===== src/include/csr_consts.svh =====
// CSR unit constants
`ifndef CSR_CONSTS_SVH
`define CSR_CONSTS_SVH

// Machine word width, RV32 only
`define CSR_XLEN 32

// Trap base after reset
// Word aligned, direct mode
`define CSR_MTVEC_RESET 32'h0000_0100

// misa for RV32I
// MXL = 1 in bits 31:30
// Extension bit 8 is I, nothing else
`define CSR_MISA_VALUE 32'h4000_0100

`endif


===== src/source/secv_pkg.sv =====
// SEC-V core types
`include "csr_consts.svh"

package secv_pkg;

    // Operands from execute stage
    typedef struct packed {
        logic                 ena;  // One cycle per instruction
        logic [`CSR_XLEN-1:0] src1; // rs1 value or zero-extended uimm
        logic [`CSR_XLEN-1:0] src2; // CSR address in bits 11:0
    } funit_in_t;

    // Result back to execute stage
    typedef struct packed {
        logic                 rdy;  // Result valid
        logic                 err;  // Illegal instruction
        logic [`CSR_XLEN-1:0] res;  // Old CSR value
    } funit_out_t;

    // Zicsr funct3 encodings
    typedef enum logic [2:0] {
        FUNCT3_CSR_RW  = 3'b001,
        FUNCT3_CSR_RS  = 3'b010,
        FUNCT3_CSR_RC  = 3'b011,
        FUNCT3_CSR_RWI = 3'b101, // Immediate forms
        FUNCT3_CSR_RSI = 3'b110,
        FUNCT3_CSR_RCI = 3'b111
    } funct3_csr_t;

    // Synchronous exception codes, mcause low bits
    typedef enum logic [3:0] {
        EX_CAUSE_INSTR_MISALIGNED = 4'd0,
        EX_CAUSE_ILLEGAL_INSTR    = 4'd2,
        EX_CAUSE_BREAKPOINT       = 4'd3,
        EX_CAUSE_LOAD_MISALIGNED  = 4'd4,
        EX_CAUSE_STORE_MISALIGNED = 4'd6,
        EX_CAUSE_ECALL_M          = 4'd11 // Only M-mode exists
    } ex_cause_t;

    // 4'd1, 4'd5 and 4'd7 are access faults
    // No PMP or bus error path, so never raised

endpackage


===== src/source/csr_pkg.sv =====
// Machine CSR types
`include "csr_consts.svh"

package csr_pkg;

    // Implemented machine CSR addresses
    typedef enum logic [11:0] {
        CSR_MSTATUS  = 12'h300,
        CSR_MISA     = 12'h301,
        CSR_MIE      = 12'h304,
        CSR_MTVEC    = 12'h305,
        CSR_MSCRATCH = 12'h340,
        CSR_MEPC     = 12'h341,
        CSR_MCAUSE   = 12'h342,
        CSR_MTVAL    = 12'h343,
        CSR_MIP      = 12'h344,
        CSR_MHARTID  = 12'hF14  // Read-only space
    } csr_adr_t;

    // mstatus word, only M-mode fields
    typedef struct packed {
        logic [`CSR_XLEN-1:13] rsvd3;
        logic [1:0]            mpp;   // Always 11
        logic [2:0]            rsvd2;
        logic                  mpie;  // Bit 7
        logic [2:0]            rsvd1;
        logic                  mie;   // Bit 3
        logic [2:0]            rsvd0;
    } mstatus_t;

    // One bit per machine interrupt source
    // Placed at 11, 7 and 3 in mip/mie
    typedef struct packed {
        logic mei; // External
        logic mti; // Timer
        logic msi; // Software
    } ivec_t;

    // Interrupt codes, mcause low bits
    typedef enum logic [3:0] {
        INTR_CAUSE_SW    = 4'd3,
        INTR_CAUSE_TIMER = 4'd7,
        INTR_CAUSE_EXT   = 4'd11
    } intr_cause_t;

    // mcause, same word read two ways by the flag
    typedef union packed {
        struct packed {
            logic                  flag; // Clear for exceptions
            logic [`CSR_XLEN-6:0]  rsvd;
            secv_pkg::ex_cause_t   code;
        } exc;
        struct packed {
            logic                  flag; // Set for interrupts
            logic [`CSR_XLEN-6:0]  rsvd;
            intr_cause_t           code;
        } irq;
    } mcause_u;

endpackage


===== src/source/csr_intr.sv =====
// Machine interrupt controller
`timescale 1ns/1ps

module csr_intr #(
    parameter int SYNC_STAGES = 2   // At least two
) (
    input  logic                 clk_i,
    input  logic                 arst_n_i,

    input  csr_pkg::ivec_t       irq_i,      // Asynchronous lines
    input  csr_pkg::ivec_t       ena_vec_i,  // mie bits
    input  logic                 glb_ena_i,  // mstatus.MIE

    output csr_pkg::ivec_t       pend_o,     // mip bits
    output logic                 req_o,      // To pipeline, held until taken
    output csr_pkg::intr_cause_t cause_o     // Winning source
);
    // Stage 0 samples the lines, last stage is safe to use
    csr_pkg::ivec_t [SYNC_STAGES-1:0] sync_q;
    csr_pkg::ivec_t                   act;   // Pending and enabled

    always_ff @(posedge clk_i or negedge arst_n_i) begin
        if (!arst_n_i) begin
            sync_q <= '0;
        end else begin
            sync_q <= {sync_q[SYNC_STAGES-2:0], irq_i}; // Shift toward MSB
        end
    end

    assign pend_o = sync_q[SYNC_STAGES-1];
    assign act    = pend_o & ena_vec_i;
    assign req_o  = glb_ena_i && (|act);  // Drops once trap entry clears MIE

    // Fixed priority, external > software > timer
    always_comb begin
        if (act.mei) begin
            cause_o = csr_pkg::INTR_CAUSE_EXT;
        end else if (act.msi) begin
            cause_o = csr_pkg::INTR_CAUSE_SW;
        end else begin
            cause_o = csr_pkg::INTR_CAUSE_TIMER; // Also idle value
        end
    end

    // Cause must point at an active source
    a_cause_active: assert property (@(posedge clk_i) disable iff (!arst_n_i)
        req_o |-> ((cause_o == csr_pkg::INTR_CAUSE_EXT)   && act.mei) ||
                  ((cause_o == csr_pkg::INTR_CAUSE_SW)    && act.msi) ||
                  ((cause_o == csr_pkg::INTR_CAUSE_TIMER) && act.mti))
        else $error("csr_intr: cause %0d not pending and enabled", cause_o);

endmodule


===== src/source/csr_regs.sv =====
// Machine CSR register file
`timescale 1ns/1ps
`include "csr_consts.svh"

module csr_regs (
    input  logic                 clk_i,
    input  logic                 arst_n_i,

    // CSR access
    input  logic [11:0]          csr_adr_i,
    input  logic                 csr_we_i,       // Write intent
    input  logic [`CSR_XLEN-1:0] csr_dat_i,
    output logic [`CSR_XLEN-1:0] csr_dat_o,
    output logic                 csr_illegal_o,

    // Traps
    input  logic [`CSR_XLEN-1:0] trap_pc_i,
    input  logic [`CSR_XLEN-1:0] trap_adr_i,
    output logic [`CSR_XLEN-1:0] trap_vec_o,
    input  logic                 mret_i,
    input  logic                 ex_i,
    input  secv_pkg::ex_cause_t  ex_cause_i,

    // Interrupts
    input  logic                 intr_take_i,    // First ack cycle
    input  csr_pkg::intr_cause_t intr_cause_i,
    input  csr_pkg::ivec_t       intr_pend_i,
    output logic                 intr_glb_ena_o,
    output csr_pkg::ivec_t       intr_ena_vec_o
);
    logic                 mst_mie_q, mst_mpie_q;  // mstatus state bits
    csr_pkg::ivec_t       mie_q;
    logic [`CSR_XLEN-1:0] mtvec_q, mscratch_q, mepc_q, mtval_q;
    csr_pkg::mcause_u     mcause_q;

    csr_pkg::mstatus_t    mstatus_rd, mstatus_wr;
    csr_pkg::mcause_u     trap_cause;
    logic                 adr_known, ro_space, wr_en, trap_take;

    // Interrupt bits to their mip/mie positions
    function automatic logic [`CSR_XLEN-1:0] ivec_word(csr_pkg::ivec_t v);
        logic [`CSR_XLEN-1:0] w;
        w     = '0;
        w[3]  = v.msi;
        w[7]  = v.mti;
        w[11] = v.mei;
        return w;
    endfunction

    // Read mux
    always_comb begin
        mstatus_rd      = '0;
        mstatus_rd.mpp  = 2'b11;      // Hardwired machine mode
        mstatus_rd.mpie = mst_mpie_q;
        mstatus_rd.mie  = mst_mie_q;
        adr_known       = 1'b1;
        csr_dat_o       = '0;
        case (csr_adr_i)
            csr_pkg::CSR_MSTATUS:  csr_dat_o = mstatus_rd;
            csr_pkg::CSR_MISA:     csr_dat_o = `CSR_MISA_VALUE;
            csr_pkg::CSR_MIE:      csr_dat_o = ivec_word(mie_q);
            csr_pkg::CSR_MTVEC:    csr_dat_o = mtvec_q;
            csr_pkg::CSR_MSCRATCH: csr_dat_o = mscratch_q;
            csr_pkg::CSR_MEPC:     csr_dat_o = mepc_q;
            csr_pkg::CSR_MCAUSE:   csr_dat_o = mcause_q;
            csr_pkg::CSR_MTVAL:    csr_dat_o = mtval_q;
            csr_pkg::CSR_MIP:      csr_dat_o = ivec_word(intr_pend_i); // Live lines
            csr_pkg::CSR_MHARTID:  csr_dat_o = '0;                     // Single hart
            default:               adr_known = 1'b0;
        endcase
    end

    // misa is fixed in this core, so treat it like read-only space
    assign ro_space      = (csr_adr_i[11:10] == 2'b11) || (csr_adr_i == csr_pkg::CSR_MISA);
    assign csr_illegal_o = !adr_known || (csr_we_i && ro_space);
    assign wr_en         = csr_we_i && !csr_illegal_o;  // Illegal writes dropped here
    assign mstatus_wr    = csr_dat_i;

    // Trap cause word, view picked by source
    assign trap_take = ex_i || intr_take_i;
    always_comb begin
        trap_cause = '0;
        if (ex_i) begin
            trap_cause.exc.flag = 1'b0;
            trap_cause.exc.code = ex_cause_i;
        end else begin
            trap_cause.irq.flag = 1'b1;
            trap_cause.irq.code = intr_cause_i;
        end
    end

    // Priority: trap entry, then mret, then CSR write
    always_ff @(posedge clk_i or negedge arst_n_i) begin
        if (!arst_n_i) begin
            mst_mie_q  <= 1'b0;
            mst_mpie_q <= 1'b0;
            mie_q      <= '0;
            mtvec_q    <= `CSR_MTVEC_RESET;
            mscratch_q <= '0;
            mepc_q     <= '0;
            mcause_q   <= '0;
            mtval_q    <= '0;
        end else if (trap_take) begin
            mepc_q     <= trap_pc_i;
            mtval_q    <= ex_i ? trap_adr_i : '0;  // No value for interrupts
            mcause_q   <= trap_cause;
            mst_mpie_q <= mst_mie_q;               // Stack enable
            mst_mie_q  <= 1'b0;
        end else if (mret_i) begin
            mst_mie_q  <= mst_mpie_q;
            mst_mpie_q <= 1'b1;
        end else if (wr_en) begin
            case (csr_adr_i)
                csr_pkg::CSR_MSTATUS: begin
                    mst_mie_q  <= mstatus_wr.mie;
                    mst_mpie_q <= mstatus_wr.mpie;
                end
                csr_pkg::CSR_MIE: begin
                    mie_q.msi <= csr_dat_i[3];
                    mie_q.mti <= csr_dat_i[7];
                    mie_q.mei <= csr_dat_i[11];
                end
                csr_pkg::CSR_MTVEC:    mtvec_q    <= csr_dat_i;
                csr_pkg::CSR_MSCRATCH: mscratch_q <= csr_dat_i;
                csr_pkg::CSR_MEPC:     mepc_q     <= csr_dat_i;
                csr_pkg::CSR_MCAUSE:   mcause_q   <= csr_dat_i;
                csr_pkg::CSR_MTVAL:    mtval_q    <= csr_dat_i;
                default: ;             // mip has no writable bits
            endcase
        end
    end

    // Direct mode only, mode bits never reach fetch
    assign trap_vec_o     = mret_i ? mepc_q : {mtvec_q[`CSR_XLEN-1:2], 2'b00};
    assign intr_glb_ena_o = mst_mie_q;
    assign intr_ena_vec_o = mie_q;

    // Pipeline serializes exceptions and interrupt acceptance
    a_trap_excl: assert property (@(posedge clk_i) disable iff (!arst_n_i)
        !(ex_i && intr_take_i))
        else $error("csr_regs: exception and interrupt entry in same cycle");

endmodule


===== src/source/csr.sv =====
// CSR function unit
`timescale 1ns/1ps
`include "csr_consts.svh"

module csr (
    input  logic                   clk_i,
    input  logic                   arst_n_i,

    // Function unit exchange
    input  secv_pkg::funit_in_t    fu_i,
    output secv_pkg::funit_out_t   fu_o,
    input  secv_pkg::funct3_csr_t  funct_i,
    input  logic                   rs1_zero_i,   // rs1 is x0 or uimm is 0

    // Traps
    input  logic [`CSR_XLEN-1:0]   trap_pc_i,
    input  logic [`CSR_XLEN-1:0]   trap_adr_i,
    input  logic                   mret_i,
    input  logic                   ex_i,
    input  secv_pkg::ex_cause_t    ex_cause_i,
    output logic [`CSR_XLEN-1:0]   trap_vec_o,

    // Interrupts
    input  csr_pkg::ivec_t         irq_i,
    output logic                   intr_req_o,
    input  logic                   intr_ack_i
);
    logic [`CSR_XLEN-1:0] csr_rdat, csr_wdat;
    logic                 csr_we, csr_illegal, funct_err;
    logic                 ack_q, intr_take;

    csr_pkg::intr_cause_t intr_cause;
    csr_pkg::ivec_t       intr_pend, intr_ena_vec;
    logic                 intr_glb_ena;

    csr_regs u_regs (
        .clk_i          (clk_i),
        .arst_n_i       (arst_n_i),
        .csr_adr_i      (fu_i.src2[11:0]),
        .csr_we_i       (csr_we),
        .csr_dat_i      (csr_wdat),
        .csr_dat_o      (csr_rdat),
        .csr_illegal_o  (csr_illegal),
        .trap_pc_i      (trap_pc_i),
        .trap_adr_i     (trap_adr_i),
        .trap_vec_o     (trap_vec_o),
        .mret_i         (mret_i),
        .ex_i           (ex_i),
        .ex_cause_i     (ex_cause_i),
        .intr_take_i    (intr_take),
        .intr_cause_i   (intr_cause),
        .intr_pend_i    (intr_pend),
        .intr_glb_ena_o (intr_glb_ena),
        .intr_ena_vec_o (intr_ena_vec)
    );

    csr_intr #(
        .SYNC_STAGES (2)
    ) u_intr (
        .clk_i     (clk_i),
        .arst_n_i  (arst_n_i),
        .irq_i     (irq_i),
        .ena_vec_i (intr_ena_vec),
        .glb_ena_i (intr_glb_ena),
        .pend_o    (intr_pend),
        .req_o     (intr_req_o),
        .cause_o   (intr_cause)
    );

    // Read-modify-write, result always the old value
    always_comb begin
        fu_o      = '0;
        csr_we    = 1'b0;
        csr_wdat  = '0;
        funct_err = 1'b0;
        if (fu_i.ena) begin
            fu_o.rdy = 1'b1;          // No back-pressure
            fu_o.res = csr_rdat;
            case (funct_i)
                secv_pkg::FUNCT3_CSR_RW, secv_pkg::FUNCT3_CSR_RWI: begin
                    csr_wdat = fu_i.src1;
                    csr_we   = 1'b1;  // Always writes
                end
                secv_pkg::FUNCT3_CSR_RS, secv_pkg::FUNCT3_CSR_RSI: begin
                    csr_wdat = csr_rdat | fu_i.src1;
                    csr_we   = !rs1_zero_i; // Pure read with x0
                end
                secv_pkg::FUNCT3_CSR_RC, secv_pkg::FUNCT3_CSR_RCI: begin
                    csr_wdat = csr_rdat & ~fu_i.src1;
                    csr_we   = !rs1_zero_i;
                end
                default: funct_err = 1'b1; // No write issued
            endcase
            fu_o.err = funct_err || csr_illegal;
        end
    end

    // Ack edge detect, one take pulse per handshake
    always_ff @(posedge clk_i or negedge arst_n_i) begin
        if (!arst_n_i) begin
            ack_q <= 1'b0;
        end else begin
            ack_q <= intr_ack_i;
        end
    end
    assign intr_take = intr_ack_i && !ack_q;

    // A held ena would repeat the write
    a_ena_pulse: assert property (@(posedge clk_i) disable iff (!arst_n_i)
        fu_i.ena |=> !fu_i.ena)
        else $error("csr: fu_i.ena held for two cycles");

endmodule


===== src/source/csr_unit_top.sv =====
// CSR unit top level
`timescale 1ns/1ps
`include "csr_consts.svh"

module csr_unit_top (
    input  logic                   clk_i,
    input  logic                   arst_n_i,
    input  secv_pkg::funit_in_t    fu_i,
    output secv_pkg::funit_out_t   fu_o,
    input  secv_pkg::funct3_csr_t  funct_i,
    input  logic                   rs1_zero_i,
    input  logic [`CSR_XLEN-1:0]   trap_pc_i,
    input  logic [`CSR_XLEN-1:0]   trap_adr_i,
    input  logic                   mret_i,
    input  logic                   ex_i,
    input  secv_pkg::ex_cause_t    ex_cause_i,
    output logic [`CSR_XLEN-1:0]   trap_vec_o,    // To fetch
    input  csr_pkg::ivec_t         irq_i,         // Raw interrupt lines
    output logic                   intr_req_o,
    input  logic                   intr_ack_i
);
    csr u_csr (
        .clk_i      (clk_i),
        .arst_n_i   (arst_n_i),
        .fu_i       (fu_i),
        .fu_o       (fu_o),
        .funct_i    (funct_i),
        .rs1_zero_i (rs1_zero_i),
        .trap_pc_i  (trap_pc_i),
        .trap_adr_i (trap_adr_i),
        .mret_i     (mret_i),
        .ex_i       (ex_i),
        .ex_cause_i (ex_cause_i),
        .trap_vec_o (trap_vec_o),
        .irq_i      (irq_i),
        .intr_req_o (intr_req_o),
        .intr_ack_i (intr_ack_i)
    );

endmodule


===== config.mk =====
export PLATFORM = sky130hd
export DESIGN_NAME = csr_unit_top
export DESIGN_NICKNAME = d
export VERILOG_FILES = /design/src/source/secv_pkg.sv /design/src/source/csr_pkg.sv /design/src/source/csr_intr.sv /design/src/source/csr_regs.sv /design/src/source/csr.sv /design/src/source/csr_unit_top.sv
export VERILOG_INCLUDE_DIRS = /design/src /design/src/include
export SDC_FILE = /design/constraint.sdc
export NUM_CORES = 1
export LEC_CHECK = 0
export ABC_AREA = 1
export BUFFER_PORTS_ARGS = -buffer_cell sky130_fd_sc_hd__buf_2
export CELL_PAD_IN_SITES_DETAIL_PLACEMENT = 1
export CELL_PAD_IN_SITES_GLOBAL_PLACEMENT = 1
export CORE_AREA = 2 2 161 163
export CTS_BUF_LIST = sky130_fd_sc_hd__clkbuf_4 sky130_fd_sc_hd__clkbuf_8
export CTS_CLUSTER_DIAMETER = 40
export DETAILED_ROUTE_END_ITERATION = 8
export DIE_AREA = 0 0 163 165
export PLACE_DENSITY_LB_ADDON = 0.1
export RECOVER_POWER = 50
export SYNTH_ARGS = -nofsm -noshare
export SYNTH_HDL_FRONTEND = slang
export SYNTH_SLANG_ARGS = --single-unit

===== constraint.sdc =====
create_clock -name clk_i -period 3.6 [get_ports clk_i]
set_clock_uncertainty 0.05 [all_clocks]
set_input_delay 0.9 -clock clk_i [delete_from_list [all_inputs] [get_ports clk_i]]
set_output_delay 0.9 -clock clk_i [all_outputs]
set_load 0.01 [all_outputs]

### Yosys cells after proc, flatten, opt, wreduce, memory -nomap -nowiden

Index checks and enable logic that the tools add are counted.

* bits in registers: 172
* input bits: 145
* output and inout port bits: 67
* logic and storage cells: 108

* equal/unequal tests: 18
* multiplexer cells: 35
* bitwise operators: 6
* reduce and logical (&&, ||, !) cells: 32

Operators with widths (count)
* $mux 32: 15
* $pmux 32 s9: 1
* $eq 12x10->1 const B: 9
* $pmux 32 s3: 1
* $mux 34: 1
* $and 32x32->32: 1
* $not 32->32: 1
* $or 32x32->32: 1
* $mux 1: 13
* $eq 12x12->1 const B: 1
* $reduce_and 4->1: 3
* $reduce_or 10->1: 1
* $eq 3x3->1 const B: 3
* $reduce_and 3->1: 3
* $mux 4: 2
* $reduce_bool 2->1: 4
* $eq 3x2->1 const B: 2
* $reduce_bool 3->1: 2
* $reduce_or 2->1: 3
* $reduce_or 6->1: 1
* $logic_and 1x1->1: 4
* $logic_not 1->1: 4
* $logic_or 1x1->1: 4
* $reduce_or 4->1: 1
* other kinds (9): 10

### Longest topological paths before layout

Gate-level depths: netlist of the first run.

* depth in word-level cells: 11
* depth in mapped cells: 16
* depth with buffers taken out: 14

### Cells and area by module

From an unflattened synthesis of the first run, not the netlist that was laid out.

* cell total of the unflattened synthesis: 1553
* area total of the unflattened synthesis: 10810.4 µm²

By module, submodules not included
* csr_regs: instances 1, cells an instance 1307, area an instance 9519.1 µm², seq. area each 4130.2 µm²
* csr: instances 1, cells an instance 225, area an instance 1054.8 µm², seq. area each 25.0 µm²
* csr_intr: instances 1, cells an instance 21, area an instance 236.5 µm², seq. area each 150.1 µm²

### Worst setup path after synthesis of the first run

OpenSTA, ideal clock, no wires.

* path kind: input to output
* from: in fu_i[5] in the netlist's numbering
* to: out fu_o[12] in the netlist's numbering
* arrival: 2.058 ns
* data required time: 2.650 ns
* path slack: 0.592 ns
* stages: 9
* path buffers: 2
* cell sequence: nor2_1 > nand2_2 > nor2_4 > buf_2 > buf_2 > nand3_1 > nand2_1 > inv_1 > a21oi_1

RTL lines
* from (decl): RTL line csr_unit_top.sv:8 `input secv_pkg::funit_in_t fu_i,`
* to (decl): RTL line csr_unit_top.sv:9 `output secv_pkg::funit_out_t fu_o,`

==> key figures, run 1 <==
Run status
  – Outcome: complete, but fails checks
  – Violated checks: max-capacitance violations, max-slew violations

Place
  – Dpl hpwl: approximately 32,000 um
  – Post-placement cell count: 2,188
  – Final Wtd Congestion: ~0.95
  – Setup WS pre-CTS: 65.7 ps
  – Placed Area: 12,200 um2
  – Port bufs: 190

Flow run
  – Max_cap viols: 1

Finish
  – Final Cell Area: roughly 13,000 um2
  – Fin cells: 2,222
  – Layout cells sized above 1: 0.157
  – P&R area growth vs syn: 18.1%
  – Nets: 2,023

Timing
  – Max Fclk: 284 MHz
  – RSZ-0062 raised after global routing: yes
  – Final WS setup: 81.2 ps
  – Hold Worst Slack: 310 ps
  – Final Setup Violations: 0
  – Fin crit period: 3520 ps
  – Worst Tran Pin Value: 1870 ps
  – Final Hold Viols: 0
  – Rel. slew slack: -0.250
  – Final period util: 0.977
  – Slew Viols, Final: 69

Route
  – Wire per inst: 20.6 um
  – Antenna-violating nets left: 0
  – Total Wirelength: about 46,000 um
  – Vias: roughly 12,000
  – DR iter-0 viols: 885
  – Vias per cell: 5.42
  – DRT Pass-1 Iters: 5
  – # DRC: 0

Synth
  – Net Count, Synth: 1,852
  – Mapped Area: 10,700 um2
  – Yosys cell types: 23
  – EDFF count, synth: 0
  – FF+latch count, synth: 172
  – Synth async-reset ratio: 1.00
  – Most frequent cell after synthesis: nand2_1
  – Most frequent cells after synthesis: nand2_1 (801), nand3_1 (194), dfrtp_1 (171)
  – Synthesized instance count: between 1,500 and 2,000
  – Synth warn: 0
  – Post-synth top area cell: dfrtp_1
  – Yosys top cell area share: 0.401
  – Top FF cell, synth: dfrtp_1
  – Syn_area_per_cell: ~6.2 um2
  – Sequential share of the synthesized area: 0.404
  – Dominant cells by area after synthesis: dfrtp_1 (40%), nand2_1 (28%), nand3_1 (9.1%)

Worst hold path
  – Hold Path Class: flop to flop

Global routing
  – First-pass GRT wire length: 69,800 um
  – Vias in the first global route: 12,100
  – Largest net degree at the start of global routing: 69
  – Gr ovfl total: 0
  – GRT Total Usage: 0.347
  – Initial antenna violation count: 2

Critical path
  – Max FO, Critical Path: 10
  – CP Capture Type: output port
  – Buf/Inv on CP: 7
  – CP delay by family, top: buffers and inverters
  – CP Class: primary input to output port
  – CP peak stage delay: 220 ps
  – Worst path cell trace: buf_2 > nand2_1 > inv_1 > nand2_1 > nor2_4 > buf_12 > buf_4 > clkbuf_1 > nand3_1 > o21ai_0 > inv_1 > a21oi_1 > buf_2
  – Req. time, crit path: 2650 ps
  – Crit-path slowest cell: clkbuf_1
  – Worst EP arrival: 2570 ps
  – Worst setup SP type: primary input

Floorplan
  – Die area: about 27,000 um2
  – Chip width: 163 um
  – # IOs: roughly 210
  – Row Count: 58
  – Core area: 25,000 um2
  – Die Ht: 165 um
  – Initial core utilization: 0.426

Clock network
  – Clock root buffer: clkbuf_8
  – Clk slew on worst S/H paths: 120 ps
  – Clk_lat worst skew: about 500 ps
  – H-tree levels: 4
  – CTS Buf Count: 17
  – Clk sinks: between 150 and 200
  – Clk buf depth: 2
  – CTS tree: done

Power and ir drop
  – Sw Pwr: 1.58 mW
  – Power Density: between 300 and 400 nW/um2
  – Logic pwr share: 0.178
  – Clock share of power: 0.330
  – Register share of total power: 0.491
  – Max IR drop VDD: 0.178 mV
  – Pwr Total: 4.43 mW
  – Int Pwr: 2.85 mW
  – Leakage: 7.60 nW
  – Sw Share: 0.357
-- cell type report --
type | count | area [um2]
Antenna cell | 1 | 2.50
Clock inverter | 14 | 165
Multi-Input combinational cell | 1270 | 5310
Fill cell | 3583 | 12400
Sequential cell | 172 | 4310
Tap cell | 330 | 413
Inverter | 170 | 638
Timing Repair Buffer | 247 | 1520
Clock buffer | 18 | 241
-- cells in the final DEF (no fill, tap or decap), drive strengths merged --
| cell | netlist | final |
|---|---|---|
| nand2 | 804 | 804 |
| diode | 0 | 1 |
| a21oi | 41 | 41 |
| o21ai | 101 | 101 |
| o211ai | 2 | 2 |
| clkinv | 0 | 3 |
| a21boi | 1 | 1 |
| dfstp | 1 | 1 |
| inv | 170 | 181 |
| dfrtp | 171 | 171 |
| nor2 | 119 | 119 |
| buf | 37 | 236 |
| nand4 | 5 | 5 |
| nand3 | 197 | 197 |
| clkbuf | 58 | 29 |
-- per-layer routing --
layer,share of wire,GRT usage
met3,0.086,0.0861
met5,0.00020,0
met4,0.021,0.0949
met2,0.44,0.526
met1,0.46,0.494
-- per-stage QoR --
step	util	TNS, ps
2_1_floorplan	-	0
3_3_place_gp	0.488	0
3_5_place_dp	0.488	0
4_1_cts	0.504	0
5_1_grt	0.503	-60.8
6_report	0.503	0
-- cell families after synthesis --
family,share of synthesized area
buf+inv,0.0994
simple gates,0.427
flops,0.404
compound gates,0.0702
-- path summary, 6_finish.rpt --
kind | from | end | slack (ps) | depth (start not counted)
hold / removal | u_csr.u_intr.sync_q[0] | u_csr.u_intr.pend_o[0] | 310 | 0
max in group asynchronous | arst_n_i | u_csr.u_regs.mtvec_q[23] | 640 | 2
setup / recovery | fu_i[9] | fu_o[6] | 80 | 13
min in group asynchronous | arst_n_i | u_csr.u_intr.sync_q[1] | 840 | 1
setup reg to reg | u_csr.ack_q | u_csr.u_regs.mtvec_q[6] | 620 | 9
hold reg to reg | u_csr.u_intr.sync_q[0] | u_csr.u_intr.pend_o[0] | 310 | 0
-- sequential cells by signal, summed over array words and instances, names as in the netlist, 3 cells and up --
register,count
u_csr.u_regs.mtval_q,32
u_csr.u_intr.sync_q,3
u_csr.u_intr.pend_o,3
u_csr.u_regs.intr_ena_vec_o,3
u_csr.u_regs.mtvec_q,32
u_csr.u_regs.mepc_q,32
u_csr.u_regs.mscratch_q,32
u_csr.u_regs.mcause_q,32
-- power by group through the flow --
stage	Clock, mW	Combinational (mW)	Sequential [mW]
after global routing	1.56	0.869	2.19
after detailed placement	0	0.784	2.21
after global placement	0	0.760	2.20
after CTS	1.47	0.789	2.17
final	1.46	0.790	2.18
after floorplan	0	0.407	2.17
-- worst reg2reg max path: stages, from the launching register on --
cell and delay [ps]:
dfrtp_1 340, inv_1 60, a21oi_4 290, inv_1 110, nor2_1 370, inv_1 410
nor2_1 730, buf_12 320, nand3_1 130, nand2_1 100
-- repair_timing --
| action | 4_1_cts | 5_1_grt |
|---|---|---|
| gates resized for setup | 0 | 3 |
| endpoints found under the setup margin | 0 | 9 |
| setup buffers | 0 | 1 |
| hold buffers | 0 | 0 |
Power figures use the tool's default switching activity.
==> inputs of run 2 (changes only) <==
- ABC_AREA: 1 -> unset
- CORE_AREA: 2 2 161 163 -> 2 2 148 150
- DIE_AREA: 0 0 163 165 -> 0 0 150 152
- REMOVE_ABC_BUFFERS: unset -> 1
- SLEW_MARGIN: unset -> 20
==> run 2 against run 1 <==
  * The flow still finishes with violations (max-capacitance violations, max-slew violations)
  * Global-route usage is 2.3 points lower
  * Hold slack worse by 12 ps
  * Fmax is 1.9% lower
  * Cell area is 4.1% lower
  * Sequential power is 6% lower
  * Clock power is 7% higher
  * Routed wire length is 16% lower
  * Die area is 15% lower
  * Sequential cell count stayed put
  * Highest routed layer is now met4
==> key figures, run 2 <==
Power and ir drop
  – Logic pwr share: 0.158 (-0.020)
  – Power Density: 356 nW/um2 (+1.1%)
  – Register share of total power: 0.480 (-0.011)
  – Leakage: 5.56 nW (-27%)
  – Pwr Total: 4.30 mW (-3.1%)
  – Clock share of power: 0.362 (+0.032)
  – Sw Pwr: 1.28 mW (-19%)
  – Max IR drop VDD: 0.234 mV (+31%)
  – Sw Share: 0.298 (-0.0589)
  – Int Pwr: 3.02 mW (+5.8%)

Route
  – Vias per cell: 6.29 (+16%)
  – DR iter-0 viols: 669 (-24%)
  – DRT Pass-1 Iters: 5 (unchanged)
  – Total Wirelength: 38,400 um (-16%)
  – Wire per inst: 24.9 um (+21%)
  – Vias: 9,695 (-19%)
  – # DRC: 0 (unchanged)
  – Antenna-violating nets left: 0 (unchanged)

Synth
  – Most frequent cell after synthesis: dfrtp_1
  – EDFF count, synth: 0 (unchanged)
  – Dominant cells by area after synthesis: dfrtp_1 (45%), o21ai_0 (8.3%), mux2i_1 (7.1%)
  – Synth async-reset ratio: 1.00 (unchanged)
  – Most frequent cells after synthesis: dfrtp_1 (171), nand2_1 (159), o21ai_0 (159)
  – Sequential share of the synthesized area: 0.448 (+0.0444)
  – Synthesized instance count: 1,037 (-39%)
  – Mapped Area: 9610 um2 (-9.9%)
  – Syn_area_per_cell: 9.26 um2 (+48%)
  – Synth warn: 0 (unchanged)
  – Post-synth top area cell: dfrtp_1
  – Yosys top cell area share: 0.445 (+0.0441)
  – Yosys cell types: 63 (+170%)
  – FF+latch count, synth: 172 (unchanged)
  – Top FF cell, synth: dfrtp_1

Global routing
  – GRT Total Usage: 0.324 (-0.0230)
  – Global-route track usage on met3: 0.0456 (-0.0405)
  – GR met2 Demand/Resource: 0.536 (+0.0104)
  – Vias in the first global route: 9,873 (-18%)
  – First-pass GRT wire length: 56,900 um (-18%)
  – Met1 Use GR: 0.445 (-0.0490)
  – Largest net degree at the start of global routing: 61 (-12%)
  – Initial antenna violation count: 0 (-2)
  – GRT busiest layer: met2
  – Gr ovfl total: 0 (unchanged)

Timing
  – Final Setup Violations: 0 (unchanged)
  – Rel. slew slack: -0.102 (+0.147)
  – RSZ-0062 raised after global routing: yes
  – Worst Tran Pin Value: 1650 ps (-221 ps)
  – Max Fclk: 279 MHz (-1.9%)
  – Final Hold Viols: 0 (unchanged)
  – Slew Viols, Final: 61 (-12%)
  – Final period util: 0.996 (+0.0190)
  – Fin crit period: 3590 ps (+68.4 ps)
  – Setup TNS: 0 ps (unchanged)

Place
  – Port bufs: 190 (unchanged)
  – Placed Area: 11,300 um2 (-7.7%)
  – Final Wtd Congestion: 0.860 (-9.3%)
  – Dpl hpwl: 24,200 um (-25%)

Finish
  – Layout fillers: 2,483 (-31%)
  – Storage cell area: 4310 um2 (unchanged)
  – Layout cells sized above 1: 0.301 (+0.145)
  – Multi-input gate area: 5040 um2 (-5.0%)
  – Nets: 1,393 (-31%)
  – Antenna diodes: 0 (-1)
  – Final Cell Area: 12,100 um2 (-4.1%)
  – Commonest non-fill, non-tap cell in the layout: buf_2
  – P&R area growth vs syn: 25.7%
  – Most frequent cells in the layout: buf_2 (185), dfrtp_1 (171), nand2_1 (159)

Critical path
  – CP peak stage delay: 600 ps (+380 ps)
  – Worst EP arrival: 2640 ps (+70 ps)
  – CP Capture Type: output port
  – CP Class: primary input to output port
  – Req. time, crit path: 2650 ps (about the same)
  – Most used cell, CP: or4_4
  – Max FO, Critical Path: 6 (-4)
  – Crit-path slowest cell: or4_4
  – Worst Reg-to-Reg Cells: 6 (-3)
  – Worst setup SP type: primary input
  – Worst path cell trace: buf_6 > or4_4 > or4_4 > a211oi_4 > a211oi_2 > nor2b_1 > buf_2

Floorplan
  – # IOs: 212 (unchanged)
  – Row Count: 54 (-6.9%)
  – Initial core utilization: 0.450 (+0.0241)
  – Die area: 22,800 um2 (-15%)
  – Die Ht: 152 um (-7.9%)
  – Core area: 21,400 um2 (-15%)
  – Chip width: 150 um (-8.0%)

Clock network
  – Clk slew on worst S/H paths: 110 ps (about the same)
  – CTS Buf Count: 17 (unchanged)
  – H-tree levels: 4 (unchanged)
  – Clock root buffer: clkbuf_8
  – Clk_lat worst skew: 480 ps (-20 ps)
  – CTS tree: done
  – Clk buf depth: 2 (unchanged)
  – Hold-fix buffers at CTS: 0 (unchanged)
  – Clk sinks: 172 (unchanged)

Flow run
  – Max_cap viols: 1 (unchanged)

Worst hold path
  – Number of cells on the worst hold path: 0 (unchanged)
  – Hold Path Class: flop to flop

Run status
  – Violated checks: max-capacitance violations, max-slew violations
  – Outcome: complete, but fails checks
run 2: changes by cell type in the layout (fill, tap and decap cells not counted), moves of 32 or more:
| cell | before | now |
|---|---|---|
| o21ai_0 | 79 | 157 |
| nand3_1 | 194 | 20 |
| a22oi_1 | 0 | 51 |
| nand2_1 | 801 | 159 |
| inv_1 | 166 | 6 |
| nor2b_1 | 0 | 32 |
| mux2i_1 | 0 | 68 |
| nor2_1 | 109 | 13 |
run 2: per-layer routing:
metal	up-vias	share of wire	wire length, um
met3	91	0.069	2630
met1	4903	0.42	16200
li1	4278	-	-
met2	423	0.48	18300
met4	0	0.031	1190
met5	-	0	0
run 2: final timing paths:
check                                        from                  endpoint  slack [ps]
min reg2reg                u_csr.u_intr.sync_q[1]    u_csr.u_intr.pend_o[1]         300
max in group asynchronous                arst_n_i  u_csr.u_regs.mcause_q[3]         680
max reg2reg                           u_csr.ack_q  u_csr.u_regs.mtval_q[26]        1290
max                                       fu_i[5]                  fu_o[30]          10
min in group asynchronous                arst_n_i    u_csr.u_regs.mepc_q[8]         780
min                        u_csr.u_intr.sync_q[1]    u_csr.u_intr.pend_o[1]         300
run 2: logic make-up (layout without fill, tap and decap cells):
logic type / count (synthesis) / after routing / synth area share
flops: 172 / 172 / 0.448
xor+xnor: 2 / 2 / 0.00182
mux: 99 / 99 / 0.107
buf+inv: 98 / 322 / 0.0406
compound gates: 395 / 395 / 0.266
simple gates: 271 / 271 / 0.136
run 2: cell type report:
class	count	area share
clock buffers	20	0.0218
clock inverters	12	0.0143
inverters	6	0.00187
multi-input cells	767	0.418
flip-flops and latches	172	0.357
well taps	280	0.0290
repair buffers	284	0.159
run 2: what timing repair did:
action	CTS	global route
pin swaps	3	5
buffers inserted	3	13
gates resized for setup	13	32
endpoints found under the setup margin	30	27
cloned	0	5
run 2: power by group through the flow:
stage                     sequential [mW]  combinational [mW]  clock, mW
after floorplan                      2.08               0.298          0
after global placement               2.09               0.651          0
after detailed placement             2.10               0.667          0
after CTS                            2.06               0.673       1.56
after global routing                 2.07               0.731       1.64
final                                2.06               0.678       1.56
run 2: per-stage QoR:
step | hold WS (ps) | instances | worst slack (ps) | util
6_report | 298 | 1541 | 12.8 | 0.566
5_1_grt | 310 | 1541 | -45.4 | 0.566
4_1_cts | 297 | 1523 | -16.9 | 0.552
3_5_place_dp | 286 | 1488 | -148 | 0.528
3_3_place_gp | 283 | 1488 | -102 | 0.528
2_1_floorplan | 281 | 945 | -3000 | -
run 2: critical path, delay by kind of cell:
| family | cells | cell delay, ps |
|---|---|---|
| compound gates | 2 | 260 |
| buf+inv | 2 | 220 |
| simple gates | 3 | 1250 |
==> inputs of run 3 (changes only) <==
- CORE_AREA: 2 2 148 150 -> 2 2 153 155
- DIE_AREA: 0 0 150 152 -> 0 0 155 157
- clock period: 3.6 -> 3.5 ns (I/O delays scaled with it)
==> run 3 against run 2 <==
  * The flow finishes with violations (max-capacitance violations, max-slew violations, negative setup slack)
  * Cell count is 0.91% higher
  * Largest cell class unchanged
  * Critical path type unchanged
  * Register-to-register slack worse by 110 ps
  * Via count hardly changed
==> key figures, run 3 (synthesis gave the netlist of run 2 again) <==
Place
  – Port bufs: 190 (unchanged)
  – Final Wtd Congestion: 0.866 (+0.60%)
  – Post-placement cell count: 1,496 (+0.54%)
  – Dpl hpwl: 25,000 um (+3.4%)
  – Placed Area: 11,400 um2 (+0.70%)
  – Setup WS pre-CTS: -106 ps (+42.3 ps)

Critical path
  – Max FO, Critical Path: 5 (-1)
  – Worst EP arrival: 2680 ps (+40 ps)
  – CP Capture Type: output port
  – CP peak stage delay: 590 ps (about the same)
  – Worst path cell trace: buf_6 > or4_4 > buf_6 > or4_1 > o21ai_1 > o21ai_1 > o21a_1 > buf_2
  – Crit-path slowest cell: or4_4
  – Worst Reg-to-Reg Cells: 7 (+1)
  – R2R setup slack: 1180 ps (-110 ps)
  – Req. time, crit path: 2570 ps (-80 ps)
  – Worst setup SP type: primary input
  – Reg2reg end: u_csr.u_regs.mtvec_q[11]
  – CP Class: primary input to output port
  – R2r startpoint: u_csr.ack_q

Floorplan
  – # IOs: 212 (unchanged)
  – Die Ht: 157 um (+3.3%)
  – Die area: 24,300 um2 (+6.7%)
  – Core area: 22,500 um2 (+5.4%)
  – Initial core utilization: 0.427 (-0.0230)
  – Row Count: 55 (+1.9%)
  – Chip width: 155 um (+3.3%)

Timing
  – Final Setup Violations: 4 (+4)
  – Final period util: 1.03
  – Fin crit period: 3610 ps
  – Slew Viols, Final: 70 (+15%)
  – Rel. slew slack: -0.225 (-0.123)
  – Final WS setup: -106 ps (-119 ps)
  – RSZ-0062 raised after global routing: yes
  – Max Fclk: 277 MHz
  – Worst Tran Pin Value: 1840 ps (+184 ps)
  – Hold Worst Slack: 307 ps (+9.34 ps)
  – Final Hold Viols: 0 (unchanged)
  – Setup TNS: -160 ps (-160 ps)

Power and ir drop
  – Int Pwr: 2.87 mW (-4.8%)
  – Register share of total power: 0.505 (+0.025)
  – Leakage: 5.58 nW (+0.41%)
  – Pwr Total: 4.21 mW (-2.0%)
  – Sw Pwr: 1.34 mW (+4.7%)
  – Logic pwr share: 0.167 (+0.009)
  – Clock share of power: 0.329 (-0.033)
  – Sw Share: 0.318 (+0.0204)
  – Power Density: 345 nW/um2 (-3.1%)
  – Max IR drop VDD: 0.229 mV (-2.2%)

Route
  – Wire per inst: 24.7 um (-0.72%)
  – Antenna-violating nets left: 0 (unchanged)
  – DRT Pass-1 Iters: 6 (+1)
  – DR iter-0 viols: 682 (+1.9%)
  – Total Wirelength: 38,400 um (+0.18%)
  – Vias per cell: 6.23 (-0.91%)
  – # DRC: 0 (unchanged)
  – Vias: 9,694 (-0.010%)

Global routing
  – Gr ovfl total: 0 (unchanged)
  – Global-route track usage on met3: 0.0562 (+0.0105)
  – Met1 Use GR: 0.396 (-0.0485)
  – GR met2 Demand/Resource: 0.521 (-0.0156)
  – GRT busiest layer: met2
  – GRT Total Usage: 0.305 (-0.0187)
  – Initial antenna violation count: 6 (+6)
  – First-pass GRT wire length: 56,400 um (-0.81%)
  – Largest net degree at the start of global routing: 70 (+15%)
  – Vias in the first global route: 9,693 (-1.8%)

Finish
  – Fin cells: 1,555 (+0.91%)
  – Fin util: 0.543 (-0.0228)
  – P&R area growth vs syn: 27.1%
  – Layout cells sized above 1: 0.320 (+0.0183)
  – Nets: 1,399 (+0.43%)
  – Commonest non-fill, non-tap cell in the layout: buf_2
  – Most frequent cells in the layout: buf_2 (186), dfrtp_1 (171), nand2_1 (158)
  – Final Cell Area: 12,200 um2 (+1.1%)

Clock network
  – Clk sinks: 172 (unchanged)
  – CTS tree: done
  – Hold-fix buffers at CTS: 0 (unchanged)
  – Clk slew on worst S/H paths: 100 ps (about the same)
  – Clock root buffer: clkbuf_8
  – CTS Buf Count: 17 (unchanged)
  – Clk buf depth: 2 (unchanged)
  – H-tree levels: 4 (unchanged)
  – Clk_lat worst skew: 490 ps (about the same)

Flow run
  – Max_cap viols: 1 (unchanged)

Worst hold path
  – Number of cells on the worst hold path: 0 (unchanged)
  – Hold endpoint: u_csr.u_intr.pend_o[1]
  – Hold Path Class: flop to flop
  – Min-Delay Startpoint: u_csr.u_intr.sync_q[1]

Run status
  – Outcome: complete, but fails checks
  – Violated checks: max-capacitance violations, max-slew violations, negative setup slack
## run 3: area by class of cell
class	count	area [um2]
Clock buffer	18	241
Sequential cell	172	4310
Multi-Input combinational cell	767	5150
Clock inverter	14	128
Tap cell	285	357
Antenna cell	3	7.51
Timing Repair Buffer	290	2000
Inverter	6	22.5
Fill cell	2593	10300
## run 3: power by group through the flow
| stage | Clock, mW | Combinational [mW] | Sequential, mW |
|---|---|---|---|
| finish | 1.39 | 0.701 | 2.13 |
| global route | 1.50 | 0.760 | 2.13 |
| CTS | 1.41 | 0.694 | 2.12 |
| detailed placement | 0 | 0.689 | 2.16 |
| global placement | 0 | 0.674 | 2.16 |
| floorplan | 0 | 0.306 | 2.14 |
## run 3: how the worst max path moves through the flow
stage	start	slack [ps]	cells past startpoint	to
floorplan	fu_i[11]	-3070	4	u_csr.u_regs.mscratch_q[0]
global placement	fu_i[11]	-110	8	fu_o[32]
detailed placement	fu_i[11]	-110	8	fu_o[32]
CTS	fu_i[4]	-50	8	fu_o[32]
global route	fu_i[4]	-150	8	fu_o[32]
finish	fu_i[4]	-110	8	fu_o[32]
## run 3: critical path, delay by kind of cell
family,cells,cell delay (ps)
compound gates,3,360
simple gates,2,1060
buf+inv,3,380
## run 3: layer usage
metal  routed length [um]  share of wire
met1                16300           0.42
met2                18600           0.48
met3                 2380          0.062
met4                 1110          0.029
met5                   33        0.00086
## run 3: what timing repair did
action,in CTS,in global routing
resized for setup,13,45
pin swaps,1,26
endpoints found under the hold margin,0,0
buffers inserted,4,15
cloned,0,5
setup endpoints to repair,30,31
